--- src/source/alu_pkg.sv ---
// Shared ALU and controller types; opcode constants cover only OP, OP-IMM and LUI.
`default_nettype none

package alu_pkg;

    // ALU operations. PASS forwards operand b.
    typedef enum logic [3:0] {
        ADD  = 4'd0,
        SUB  = 4'd1,
        XOR  = 4'd2,
        OR   = 4'd3,
        AND  = 4'd4,
        SLL  = 4'd5,
        SRL  = 4'd6,
        SRA  = 4'd7,
        SLT  = 4'd8,
        SLTU = 4'd9,
        PASS = 4'd10
    } alu_op_e;

    // Four-phase controller states.
    typedef enum logic [1:0] {
        IDLE    = 2'd0, // Waiting for req.
        EXECUTE = 2'd1, // Captured, result being formed.
        RESPOND = 2'd2, // Ack raised, waiting for req to drop.
        RELEASE = 2'd3  // Ack being lowered.
    } exec_state_e;

    // RV32I major opcodes, instr[6:0].
    localparam logic [6:0] OPC_OP     = 7'b0110011;
    localparam logic [6:0] OPC_OP_IMM = 7'b0010011;
    localparam logic [6:0] OPC_LUI    = 7'b0110111;

endpackage

`default_nettype wire

--- src/source/alu_if.sv ---
// Carries op, operands and result between requester and ALU; no clock, purely combinational.
`default_nettype none

interface alu_if #(
    parameter int XLEN = 32
);
    import alu_pkg::*;

    alu_op_e         op;
    logic [XLEN-1:0] operand_a;
    logic [XLEN-1:0] operand_b;
    logic [XLEN-1:0] result;

    // Side that decodes and supplies operands.
    modport requester (
        output op,
        output operand_a,
        output operand_b,
        input  result
    );

    modport alu (
        input  op,
        input  operand_a,
        input  operand_b,
        output result
    );

endinterface

`default_nettype wire

--- src/source/sklansky_adder.sv ---
// Combinational prefix adder without carry-in or carry-out; the sum wraps at WIDTH bits.
`default_nettype none

module sklansky_adder #(
    parameter int WIDTH = 33
) (
    input  wire logic [WIDTH-1:0] a_i,
    input  wire logic [WIDTH-1:0] b_i,
    output logic      [WIDTH-1:0] sum_o
);

    localparam int LEVELS = $clog2(WIDTH);

    // Group generate per level, level 0 is per bit.
    wire [WIDTH-1:0] g_lvl [0:LEVELS];
    // Group propagate, the last level is never needed.
    wire [WIDTH-1:0] p_lvl [0:LEVELS-1];

    assign g_lvl[0] = a_i & b_i;
    assign p_lvl[0] = a_i ^ b_i;

    genvar lvl;
    genvar bit_idx;
    generate
        for (lvl = 0; lvl < LEVELS; lvl++) begin : g_level
            for (bit_idx = 0; bit_idx < WIDTH; bit_idx++) begin : g_bit
                // Last bit of the lower half of this block.
                localparam int SRC = ((bit_idx >> lvl) << lvl) - 1;

                if (((bit_idx >> lvl) & 1) == 1) begin : g_merge
                    assign g_lvl[lvl+1][bit_idx] = g_lvl[lvl][bit_idx] |
                        (p_lvl[lvl][bit_idx] & g_lvl[lvl][SRC]);
                    if (lvl + 1 < LEVELS) begin : g_prop
                        assign p_lvl[lvl+1][bit_idx] = p_lvl[lvl][bit_idx] & p_lvl[lvl][SRC];
                    end
                end else begin : g_pass
                    assign g_lvl[lvl+1][bit_idx] = g_lvl[lvl][bit_idx];
                    if (lvl + 1 < LEVELS) begin : g_prop
                        assign p_lvl[lvl+1][bit_idx] = p_lvl[lvl][bit_idx];
                    end
                end
            end
        end
    endgenerate

    // Carry into bit i is the group generate of bits i-1 down to 0.
    assign sum_o[0] = p_lvl[0][0];

    generate
        for (bit_idx = 1; bit_idx < WIDTH; bit_idx++) begin : g_sum
            assign sum_o[bit_idx] = p_lvl[0][bit_idx] ^ g_lvl[LEVELS][bit_idx-1];
        end
    endgenerate

endmodule

`default_nettype wire

--- src/source/alu.sv ---
// Combinational ALU; shifts use only the low log2(XLEN) bits of operand b.
`default_nettype none

module alu #(
    parameter int XLEN = 32
) (
    alu_if.alu bus
);
    import alu_pkg::*;

    localparam int SHW = $clog2(XLEN);

    logic            is_sub;
    logic [XLEN:0]   add_a;
    logic [XLEN:0]   add_b;
    logic [XLEN:0]   add_sum;
    logic [SHW-1:0]  shamt;
    logic [XLEN-1:0] res_xor;
    logic [XLEN-1:0] res_or;
    logic [XLEN-1:0] res_and;
    logic [XLEN-1:0] res_sll;
    logic [XLEN-1:0] res_srl;
    logic [XLEN-1:0] res_sra;
    logic            lt_signed;
    logic            lt_unsigned;

    assign is_sub = (bus.op == SUB);

    // Extra low bit acts as carry-in: a - b = a + ~b + 1.
    assign add_a = {bus.operand_a, is_sub};
    assign add_b = is_sub ? {~bus.operand_b, 1'b1} : {bus.operand_b, 1'b0};

    sklansky_adder #(
        .WIDTH(XLEN + 1)
    ) u_adder (
        .a_i  (add_a),
        .b_i  (add_b),
        .sum_o(add_sum)
    );

    assign shamt = bus.operand_b[SHW-1:0];

    assign res_xor = bus.operand_a ^ bus.operand_b;
    assign res_or  = bus.operand_a | bus.operand_b;
    assign res_and = bus.operand_a & bus.operand_b;
    assign res_sll = bus.operand_a << shamt;
    assign res_srl = bus.operand_a >> shamt;
    assign res_sra = $signed(bus.operand_a) >>> shamt; // Sign fill.

    assign lt_signed   = $signed(bus.operand_a) < $signed(bus.operand_b);
    assign lt_unsigned = bus.operand_a < bus.operand_b;

    always_comb begin
        case (bus.op)
            ADD, SUB: bus.result = add_sum[XLEN:1];
            XOR:      bus.result = res_xor;
            OR:       bus.result = res_or;
            AND:      bus.result = res_and;
            SLL:      bus.result = res_sll;
            SRL:      bus.result = res_srl;
            SRA:      bus.result = res_sra;
            SLT:      bus.result = {{(XLEN-1){1'b0}}, lt_signed};
            SLTU:     bus.result = {{(XLEN-1){1'b0}}, lt_unsigned};
            PASS:     bus.result = bus.operand_b;
            default:  bus.result = '0;
        endcase
    end

endmodule

`default_nettype wire

--- src/source/alu_decoder.sv ---
// Decodes OP, OP-IMM and LUI only; every other opcode is reported illegal.
`default_nettype none

module alu_decoder #(
    parameter int XLEN = 32
) (
    input  wire logic [31:0]     instr_i,
    output alu_pkg::alu_op_e     op_o,
    output logic                 use_imm_o,
    output logic                 zero_a_o,
    output logic [XLEN-1:0]      imm_o,
    output logic                 illegal_o
);
    import alu_pkg::*;

    localparam int SHW = $clog2(XLEN);

    logic [6:0]      opcode;
    logic [2:0]      funct3;
    logic [6:0]      funct7;
    logic            funct7_alt;
    logic [XLEN-1:0] imm_i;
    logic [XLEN-1:0] imm_u;
    logic            slli_bad;
    logic            sri_bad;

    assign opcode = instr_i[6:0];
    assign funct3 = instr_i[14:12];
    assign funct7 = instr_i[31:25];

    assign funct7_alt = (funct7 == 7'b0100000); // SUB and SRA.

    assign imm_i = XLEN'($signed(instr_i[31:20]));
    assign imm_u = XLEN'($signed({instr_i[31:12], 12'h000}));

    // Bits above the shift amount. Bit 30 selects SRAI.
    assign slli_bad = |instr_i[31:20+SHW];
    assign sri_bad  = instr_i[31] | (|instr_i[29:20+SHW]);

    always_comb begin
        op_o      = ADD;
        use_imm_o = 1'b0;
        zero_a_o  = 1'b0;
        imm_o     = imm_i;
        illegal_o = 1'b0;

        case (opcode)
            OPC_OP: begin
                case (funct3)
                    3'b000:  op_o = funct7_alt ? SUB : ADD;
                    3'b001:  op_o = SLL;
                    3'b010:  op_o = SLT;
                    3'b011:  op_o = SLTU;
                    3'b100:  op_o = XOR;
                    3'b101:  op_o = funct7_alt ? SRA : SRL;
                    3'b110:  op_o = OR;
                    default: op_o = AND;
                endcase
                // Alternate funct7 only on ADD/SUB and SRL/SRA.
                if (funct7 != 7'b0000000) begin
                    illegal_o = !(funct7_alt && (funct3 == 3'b000 || funct3 == 3'b101));
                end
            end
            OPC_OP_IMM: begin
                use_imm_o = 1'b1;
                case (funct3)
                    3'b000:  op_o = ADD;
                    3'b001:  op_o = SLL;
                    3'b010:  op_o = SLT;
                    3'b011:  op_o = SLTU;
                    3'b100:  op_o = XOR;
                    3'b101:  op_o = instr_i[30] ? SRA : SRL;
                    3'b110:  op_o = OR;
                    default: op_o = AND;
                endcase
                if (funct3 == 3'b001) begin
                    illegal_o = slli_bad;
                end else if (funct3 == 3'b101) begin
                    illegal_o = sri_bad;
                end
            end
            OPC_LUI: begin
                op_o      = PASS;
                use_imm_o = 1'b1;
                zero_a_o  = 1'b1;
                imm_o     = imm_u;
            end
            default: illegal_o = 1'b1;
        endcase
    end

endmodule

`default_nettype wire

--- src/source/exec_unit.sv ---
// One instruction in flight; req_i and operands must stay stable until ack_o rises.
`default_nettype none

module exec_unit #(
    parameter int XLEN = 32
) (
    input  wire logic            clk_i,
    input  wire logic            arst_n_i,
    input  wire logic            req_i,
    input  wire logic [31:0]     instr_i,
    input  wire logic [XLEN-1:0] rs1_data_i,
    input  wire logic [XLEN-1:0] rs2_data_i,
    output logic                 ack_o,
    output logic [XLEN-1:0]      result_o,
    output logic                 illegal_o
);
    import alu_pkg::*;

    exec_state_e     state_q;
    logic            ack_q;
    logic [XLEN-1:0] result_q;
    logic            illegal_q;

    // Captured request.
    logic [31:0]     instr_q;
    logic [XLEN-1:0] rs1_q;
    logic [XLEN-1:0] rs2_q;

    alu_op_e         dec_op;
    logic            dec_use_imm;
    logic            dec_zero_a;
    logic [XLEN-1:0] dec_imm;
    logic            dec_illegal;

    alu_if #(
        .XLEN(XLEN)
    ) alu_bus ();

    alu_decoder #(
        .XLEN(XLEN)
    ) u_alu_decoder (
        .instr_i  (instr_q),
        .op_o     (dec_op),
        .use_imm_o(dec_use_imm),
        .zero_a_o (dec_zero_a),
        .imm_o    (dec_imm),
        .illegal_o(dec_illegal)
    );

    assign alu_bus.op        = dec_op;
    assign alu_bus.operand_a = dec_zero_a ? '0 : rs1_q;   // LUI ignores rs1.
    assign alu_bus.operand_b = dec_use_imm ? dec_imm : rs2_q;

    alu #(
        .XLEN(XLEN)
    ) u_alu (
        .bus(alu_bus.alu)
    );

    always_ff @(posedge clk_i) begin
        if (state_q == IDLE && req_i) begin
            instr_q <= instr_i;
            rs1_q   <= rs1_data_i;
            rs2_q   <= rs2_data_i;
        end
    end

    // Four-phase controller.
    always_ff @(posedge clk_i or negedge arst_n_i) begin
        if (!arst_n_i) begin
            state_q   <= IDLE;
            ack_q     <= 1'b0;
            result_q  <= '0;
            illegal_q <= 1'b0;
        end else begin
            case (state_q)
                IDLE: begin
                    if (req_i) begin
                        state_q <= EXECUTE;
                    end
                end
                EXECUTE: begin
                    result_q  <= dec_illegal ? '0 : alu_bus.result;
                    illegal_q <= dec_illegal;
                    state_q   <= RESPOND;
                end
                RESPOND: begin
                    ack_q <= 1'b1;
                    // Release only once the requester has seen ack.
                    if (ack_q && !req_i) begin
                        state_q <= RELEASE;
                    end
                end
                default: begin
                    ack_q   <= 1'b0;
                    state_q <= IDLE;
                end
            endcase
        end
    end

    assign ack_o     = ack_q;
    assign result_o  = result_q;
    assign illegal_o = illegal_q;

endmodule

`default_nettype wire

--- config.mk ---
export PLATFORM = sky130hd
export DESIGN_NAME = exec_unit
export DESIGN_NICKNAME = d
export VERILOG_FILES = /design/src/source/alu_pkg.sv /design/src/source/alu_if.sv /design/src/source/sklansky_adder.sv /design/src/source/alu.sv /design/src/source/alu_decoder.sv /design/src/source/exec_unit.sv
export SDC_FILE = /design/constraint.sdc
export NUM_CORES = 1
export LEC_CHECK = 0
export ABC_AREA = 1
export CAP_MARGIN = 20
export CORE_MARGIN = 3
export CORE_UTILIZATION = 60
export CTS_BUF_LIST = sky130_fd_sc_hd__clkbuf_4 sky130_fd_sc_hd__clkbuf_8 sky130_fd_sc_hd__clkbuf_16
export DETAILED_ROUTE_END_ITERATION = 7
export DONT_BUFFER_PORTS = 1
export PLACE_DENSITY = 0.74
export SLEW_MARGIN = 10
export SYNTH_ARGS = -nofsm -noshare
export SYNTH_HDL_FRONTEND = slang
export SYNTH_HIERARCHICAL = 1
export SYNTH_SLANG_ARGS = --single-unit
--- constraint.sdc ---
create_clock -name clk_i -period 7.52 [get_ports clk_i]
set_clock_uncertainty 0.1 [all_clocks]
set_input_delay 0.752 -clock clk_i [delete_from_list [all_inputs] [get_ports clk_i]]
set_output_delay 0.752 -clock clk_i [all_outputs]
set_load 0.005 [all_outputs]
======== After elaboration in Yosys (flattened, before gate mapping) ========
Cells that the tools add are included.
word-level totals
  bits in registers ....................... 132
  output and inout bits ................... 34
  logic and storage cells ................. 322
operators by class
  order comparisons ....................... 2
  equality and inequality tests ........... 24
  shifts and indexed selects .............. 3
  muxes and demuxes ....................... 22
  bitwise operators ....................... 248
  reductions and logical operators ........ 16
operators with widths
  cell                number
  $pmux 32 s10        1
  $and 1x1->1         129
  $mux 32             3
  $or 1x1->1          81
  $and 32x32->32      2
  $lt 32x32->1        2
  $pmux 4 s7          2
  $mux 33             1
  $xor 33x33->33      1
  $not 32->32         1
  $or 32x32->32       1
  $shl 32x5->32       1
  $shr 32x5->32       1
  $sshr 32x5->32      1
  $xor 1x1->1         32
  $xor 32x32->32      1
  $mux 31             1
  $eq 7x6->1 const B  3
  $eq 4x3->1 const B  4
  $eq 4x4->1 const B  3
  $pmux 4 s3          1
  $eq 3x3->1 const B  3
  $eq 4x2->1 const B  2
  $mux 1              8
  other kinds (22)    30

======== Depth between registers and ports, before layout ========
  depth in word-level cells ............... 20
  depth in mapped cells ................... 33

======== Modules after synthesis ========
The synthesis kept the hierarchy.
modules (own cells, without submodules)
  module          times used  cells each  area an instance (um^2)  sequential area each (um^2)
  alu             1           1300        6909.1                   0.0
  exec_unit       1           367         5142.4                   3783.6
  sklansky_adder  1           326         1835.5                   0.0
  alu_decoder     1           107         489.2                    0.0

======== Worst setup path before layout ========
No wires, ideal clock.
  path type ............................... register to register
  start ................................... register instr_q[6]
  end ..................................... register result_q[15] (netlist: result_o[15])
  arrival ................................. 4.109 ns
  data required time ...................... 7.304 ns
  slack ................................... 3.195 ns
  cell stages (with the launch flop) ...... 29
  path buffers ............................ 7
  period minus slack after synthesis ...... 4.325 ns
  cells stage by stage .................... edfxtp_1 > nor2_2 > nand4_4 > buf_2 > o21ai_0 > buf_6 > buf_6 > mux2_4 > buf_2 > buf_2 > buf_2 > xor2_1 > ha_1 > nand3_1 > nand2_2 > nand2_2 > nand2_4 > nand2_2 > nand2_4 > buf_12 > inv_1 > fa_1 > inv_1 > nand2_1 > o2111ai_1 > inv_1 > nand2_1 > nand2_1 > nand2_1
between the ends
  elaborated cells between the ends (all ways) .. 77
RTL lines
  what                                      line                  source
  from (decl)                               exec_unit.sv:25       logic [31:0] instr_q;
  from (signal assigned)                    exec_unit.sv:62       instr_q <= instr_i;
  $eq 7x6->1 or $eq 7x5->1 (tied branches)  alu_decoder.sv:47     case (opcode)
  $reduce_or 2->1 (no source line) (*)      n/a
  $mux 1 (*)                                alu_decoder.sv:47
  via dec_use_imm                           exec_unit.sv:30       logic dec_use_imm;
  $mux 32 (*)                               exec_unit.sv:52       assign alu_bus.operand_b = dec_use_imm ? dec_imm : rs2_q;
  via alu_bus.operand_b[2]                  alu_if.sv:11          logic [XLEN-1:0] operand_b;
  $not 32->32                               alu.sv:31             assign add_b = is_sub ? {~bus.operand_b, 1'b1} : {bus.operand_b, 1'b0};
  $mux 33 (*)                               alu.sv:31
  via u_alu.add_b[3]                        alu.sv:15             logic [XLEN:0] add_b;
  [5 not listed]                            n/a
  $or 1x1->1 (*)                            sklansky_adder.sv:31  assign g_lvl[lvl+1][bit_idx] = g_lvl[lvl][bit_idx] |
  $and 1x1->1 (*)                           sklansky_adder.sv:32  (p_lvl[lvl][bit_idx] & g_lvl[lvl][SRC]);
  $or 1x1->1 (*)                            sklansky_adder.sv:31
  $xor 1x1->1 (*)                           sklansky_adder.sv:51  assign sum_o[bit_idx] = p_lvl[0][bit_idx] ^ g_lvl[LEVELS][bit_idx-1];
  via u_alu.add_sum[16]                     alu.sv:16             logic [XLEN:0] add_sum;
  $pmux 32 s10 (*)                          alu.sv:54             case (bus.op)
  via alu_bus.result[15]                    alu_if.sv:12          logic [XLEN-1:0] result;
  $mux 32 (*)                               exec_unit.sv:83       result_q <= dec_illegal ? '0 : alu_bus.result;
  to (signal assigned)                      exec_unit.sv:83
  to (decl)                                 exec_unit.sv:21       logic [XLEN-1:0] result_q;
Mark *: on every way through the listed nets, which the timed path passes. The rest lies on a longest branch.
A chain may end at the register's enable or synchronous reset.

======== Worst setup path after layout ========
  start ................................... register instr_q[6]
  end ..................................... register result_q[25] (netlist: result_o[25])
between the ends
  elaborated cells between the ends (all ways) .. 106
RTL lines
  what                    line                  source
  $eq 7x6->1 (*)          alu_decoder.sv:47
  $mux 1 (*)              alu_decoder.sv:47
  via dec_zero_a          exec_unit.sv:31       logic dec_zero_a;
  $mux 32 (*)             exec_unit.sv:51       assign alu_bus.operand_a = dec_zero_a ? '0 : rs1_q;
  $xor 33x33->33          sklansky_adder.sv:20  assign p_lvl[0] = a_i ^ b_i;
  $and 1x1->1             sklansky_adder.sv:32
  $or 1x1->1              sklansky_adder.sv:31
  $and 1x1->1             sklansky_adder.sv:32
  [4 not listed]          n/a
  $or 1x1->1              sklansky_adder.sv:31
  $and 1x1->1             sklansky_adder.sv:32
  $or 1x1->1              sklansky_adder.sv:31
  $xor 1x1->1 (*)         sklansky_adder.sv:51
  via u_alu.add_sum[26]   alu.sv:16
  $pmux 32 s10 (*)        alu.sv:54
  via alu_bus.result[25]  alu_if.sv:12
  $mux 32 (*)             exec_unit.sv:83
Marked as above.

==> impl_metrics.csv <==
group,metric,value,unit
synth,synth_warnings,6,
power_and_ir_drop,cellLeakagePower,7.70,nW
clock_network,clk_pin_slew_worst_paths,70,ps
power_and_ir_drop,power_frac_seq,23.0,%
routing,wl_per_cell,18.6,um
power_and_ir_drop,power_frac_clock,20.1,%
sta,worstMarginPinSlew,935,ps
floorplanning,fp.dieArea,0.0256,mm2
power_and_ir_drop,p_per_area,280,mW/mm2
floorplanning,io_pins,133,
worst_setup_path,path_class,"reg2reg",
sta,min_period,5440,ps
placement,place_ws,2220,ps
floorplanning,coreArea,0.0230,mm2
layout,seqCellArea,0.00363,mm2
global_routing,grt_first_pass_wirelength,68000,um
routing,ant_nets,0,
global_routing,grt_usage,33.5,%
synth,netlist_area,0.0142,mm2
clock_network,cts_buffer_depth,2,
sta,post-route-period-util,72.4,%
power_and_ir_drop,intPower,2.10,mW
worst_setup_path,critPathRequiredTime,7730,ps
sta,slew-limit-headroom,37.6,%
layout,area_growth,3.69,%
sta,hold_slack,50.1,ps
sta,layout_setup_ws,2080,ps
layout,drive_gt1_share,7.42,%
flow_run,drv_cap,0,
routing,viasPerCell,5.89,
layout,fin_cells,2362,
worst_setup_path,r2r-end,"result_o[25]",
layout,final_nets,2273,
clock_network,clk-insertion-delay-late,440,ps
clock_network,postCtsSetupRepairBufs,0,
power_and_ir_drop,worst_ir_drop_vdd,0.000238,V
sta,hold_viol,0,
routing,drc,0,
worst_setup_path,reg2reg_from,"instr_q[6]",
placement,post-place-cells,2329,
floorplanning,row_count,55,
global_routing,antenna_found_initial,0,
global_routing,grt_max_degree,79,
floorplanning,dieWidth,160,um
floorplanning,die_height,160,um
sta,rsz0062_at_grt,"false",
worst_setup_path,reg2reg_depth,26,
placement,gp_congestion,0.977,
clock_network,postCtsHoldBufs,1,
layout,num-fill-cells,2177,
clock_network,cts_buffers,17,
worst_setup_path,worst-r2r-setup-slack,2080,ps
floorplanning,initial_core_util,61.9,%
sta,fin_setup_tns,0,ps
synth,syn-instance-count,2095,
clock_network,ctsRootBufferMaster,"clkbuf_16",
clock_network,clkSinkCount,127,
global_routing,grt_pass1_vias,12700,
layout,multi_input_area,0.00909,mm2
clock_network,cts_tree,"built",
layout,post-route-util,64.2,%
global_routing,overflow,0,
worst_setup_path,worstSetupEndpointType,"flip-flop",
clock_network,htreeDepth,4,
layout,n_antenna_cell,0,
routing,vias,13900,
power_and_ir_drop,p_sw_share,49.3,%
placement,hpwlAfterDp,32900,um
worst_setup_path,critical_path_peak_fanout,49,
worst_setup_path,critPathArrivalTime,5660,ps
routing,dr.pass1.iters,8,
sta,report.final.slew_viol_count,0,
placement,port_buffers,0,
power_and_ir_drop,comb_power_share,56.9,%
worst_hold_path,min_path_type,"in2async",
routing,drtIter0Drc,1681,
clock_network,cts_resized,0,
synth,synth_fp_nets,2332,
worst_setup_path,start_kind,"flip-flop",
routing,totalWireLength,43900,um
sta,max_freq,184,MHz
sta,setup_violations,0,
synth,syn-mean-instance-area,6.79,um2
outcome,outcome,"complete, no violations",
power_and_ir_drop,switching_power,2.04,mW
final cells by class:
class                   instances  area share, %
clock buffers                  17           2.88
clock inverters                15          0.916
inverters                     252           6.44
multi-input cells            1625           61.6
flip-flops and latches        127           24.6
well taps                     313           2.66
repair buffers                 13          0.831
cells in the final DEF, fill, tap and decap left out, types with 5 or more instances in the layout:
cell type,instances
nand4_1,10
and2_1,12
a21oi_1,70
o21a_1,9
nor2_1,138
buf_4,11
mux2_4,30
o211ai_1,16
dfrtp_1,36
nand2_1,686
fa_1,5
nand3_1,257
a211oi_1,5
nor2_4,5
a21oi_2,11
o221ai_1,7
clkbuf_16,17
o21ai_1,23
inv_1,234
xnor2_1,7
nor3_1,21
nand2_2,27
ha_1,133
inv_2,13
nor2_2,7
o22ai_1,13
clkinv_1,5
edfxtp_1,91
o21ai_0,55
xor2_1,38
worst max-delay path, stage by stage (launching register included):
cell and delay (ps):
edfxtp_1 400, nor2_2 210, nand4_4 300, inv_2 790, o21a_1 290, inv_2 60
nand2_1 130, nor2_4 120, buf_4 280, xor2_1 200, ha_1 350, nand2_1 100
nand2_1 90, nand2_1 110, nand2_2 80, nand2_1 100, nand2_2 170, a21oi_1 240
nand2_1 80, nand2_1 50, nand2_1 40, nand2_1 60, o221ai_1 100, nor3_1 520
nand3_1 160, nand2_1 90, nand2_1 60
worst max-delay path by stage:
stage / startpoint / cells past startpoint / slack, ps / to
CTS: instr_q[6] / 26 / 2190 / result_o[26]
floorplan: instr_q[6] / 28 / 3190 / result_o[15]
global route: instr_q[6] / 26 / 1640 / result_o[25]
global placement: instr_q[6] / 26 / 2360 / result_o[31]
detailed placement: instr_q[6] / 26 / 2220 / result_o[31]
finish: instr_q[6] / 26 / 2080 / result_o[25]
sequential cells by signal (all words and copies together) (netlist names):
signal and cells:
ack_o 1, illegal_o 1, instr_q 27, result_o 32, rs1_q 32, rs2_q 32, state_q 2
routing by layer:
metal	GRT usage [%]	part of all wire (%)	vias to the layer above
met5	0	0	-
met4	13.4	4.0	0
met3	6.67	11	103
met2	53.3	44	763
met1	44.9	41	6371
li1	-	-	6680
power by group through the flow:
stage	clock network, mW	registers [mW]	logic (mW)
2_1_floorplan	0	0.960	1.73
3_3_place_gp	0	0.962	2.24
3_5_place_dp	0	0.966	2.28
4_1_cts	0.845	0.952	2.29
5_1_grt	0.873	0.964	2.60
6_report	0.832	0.951	2.35
through the flow:
| stage | total power, mW | area (um2) |
|---|---|---|
| final | 4.14 | 14800 |
| after floorplan | 2.69 | 14200 |
| after global placement | 3.20 | 14200 |
| after global routing | 4.44 | 14800 |
| after detailed placement | 3.24 | 14200 |
| after CTS | 4.09 | 14800 |
No activity file was read; power rests on OpenSTA's default activity.
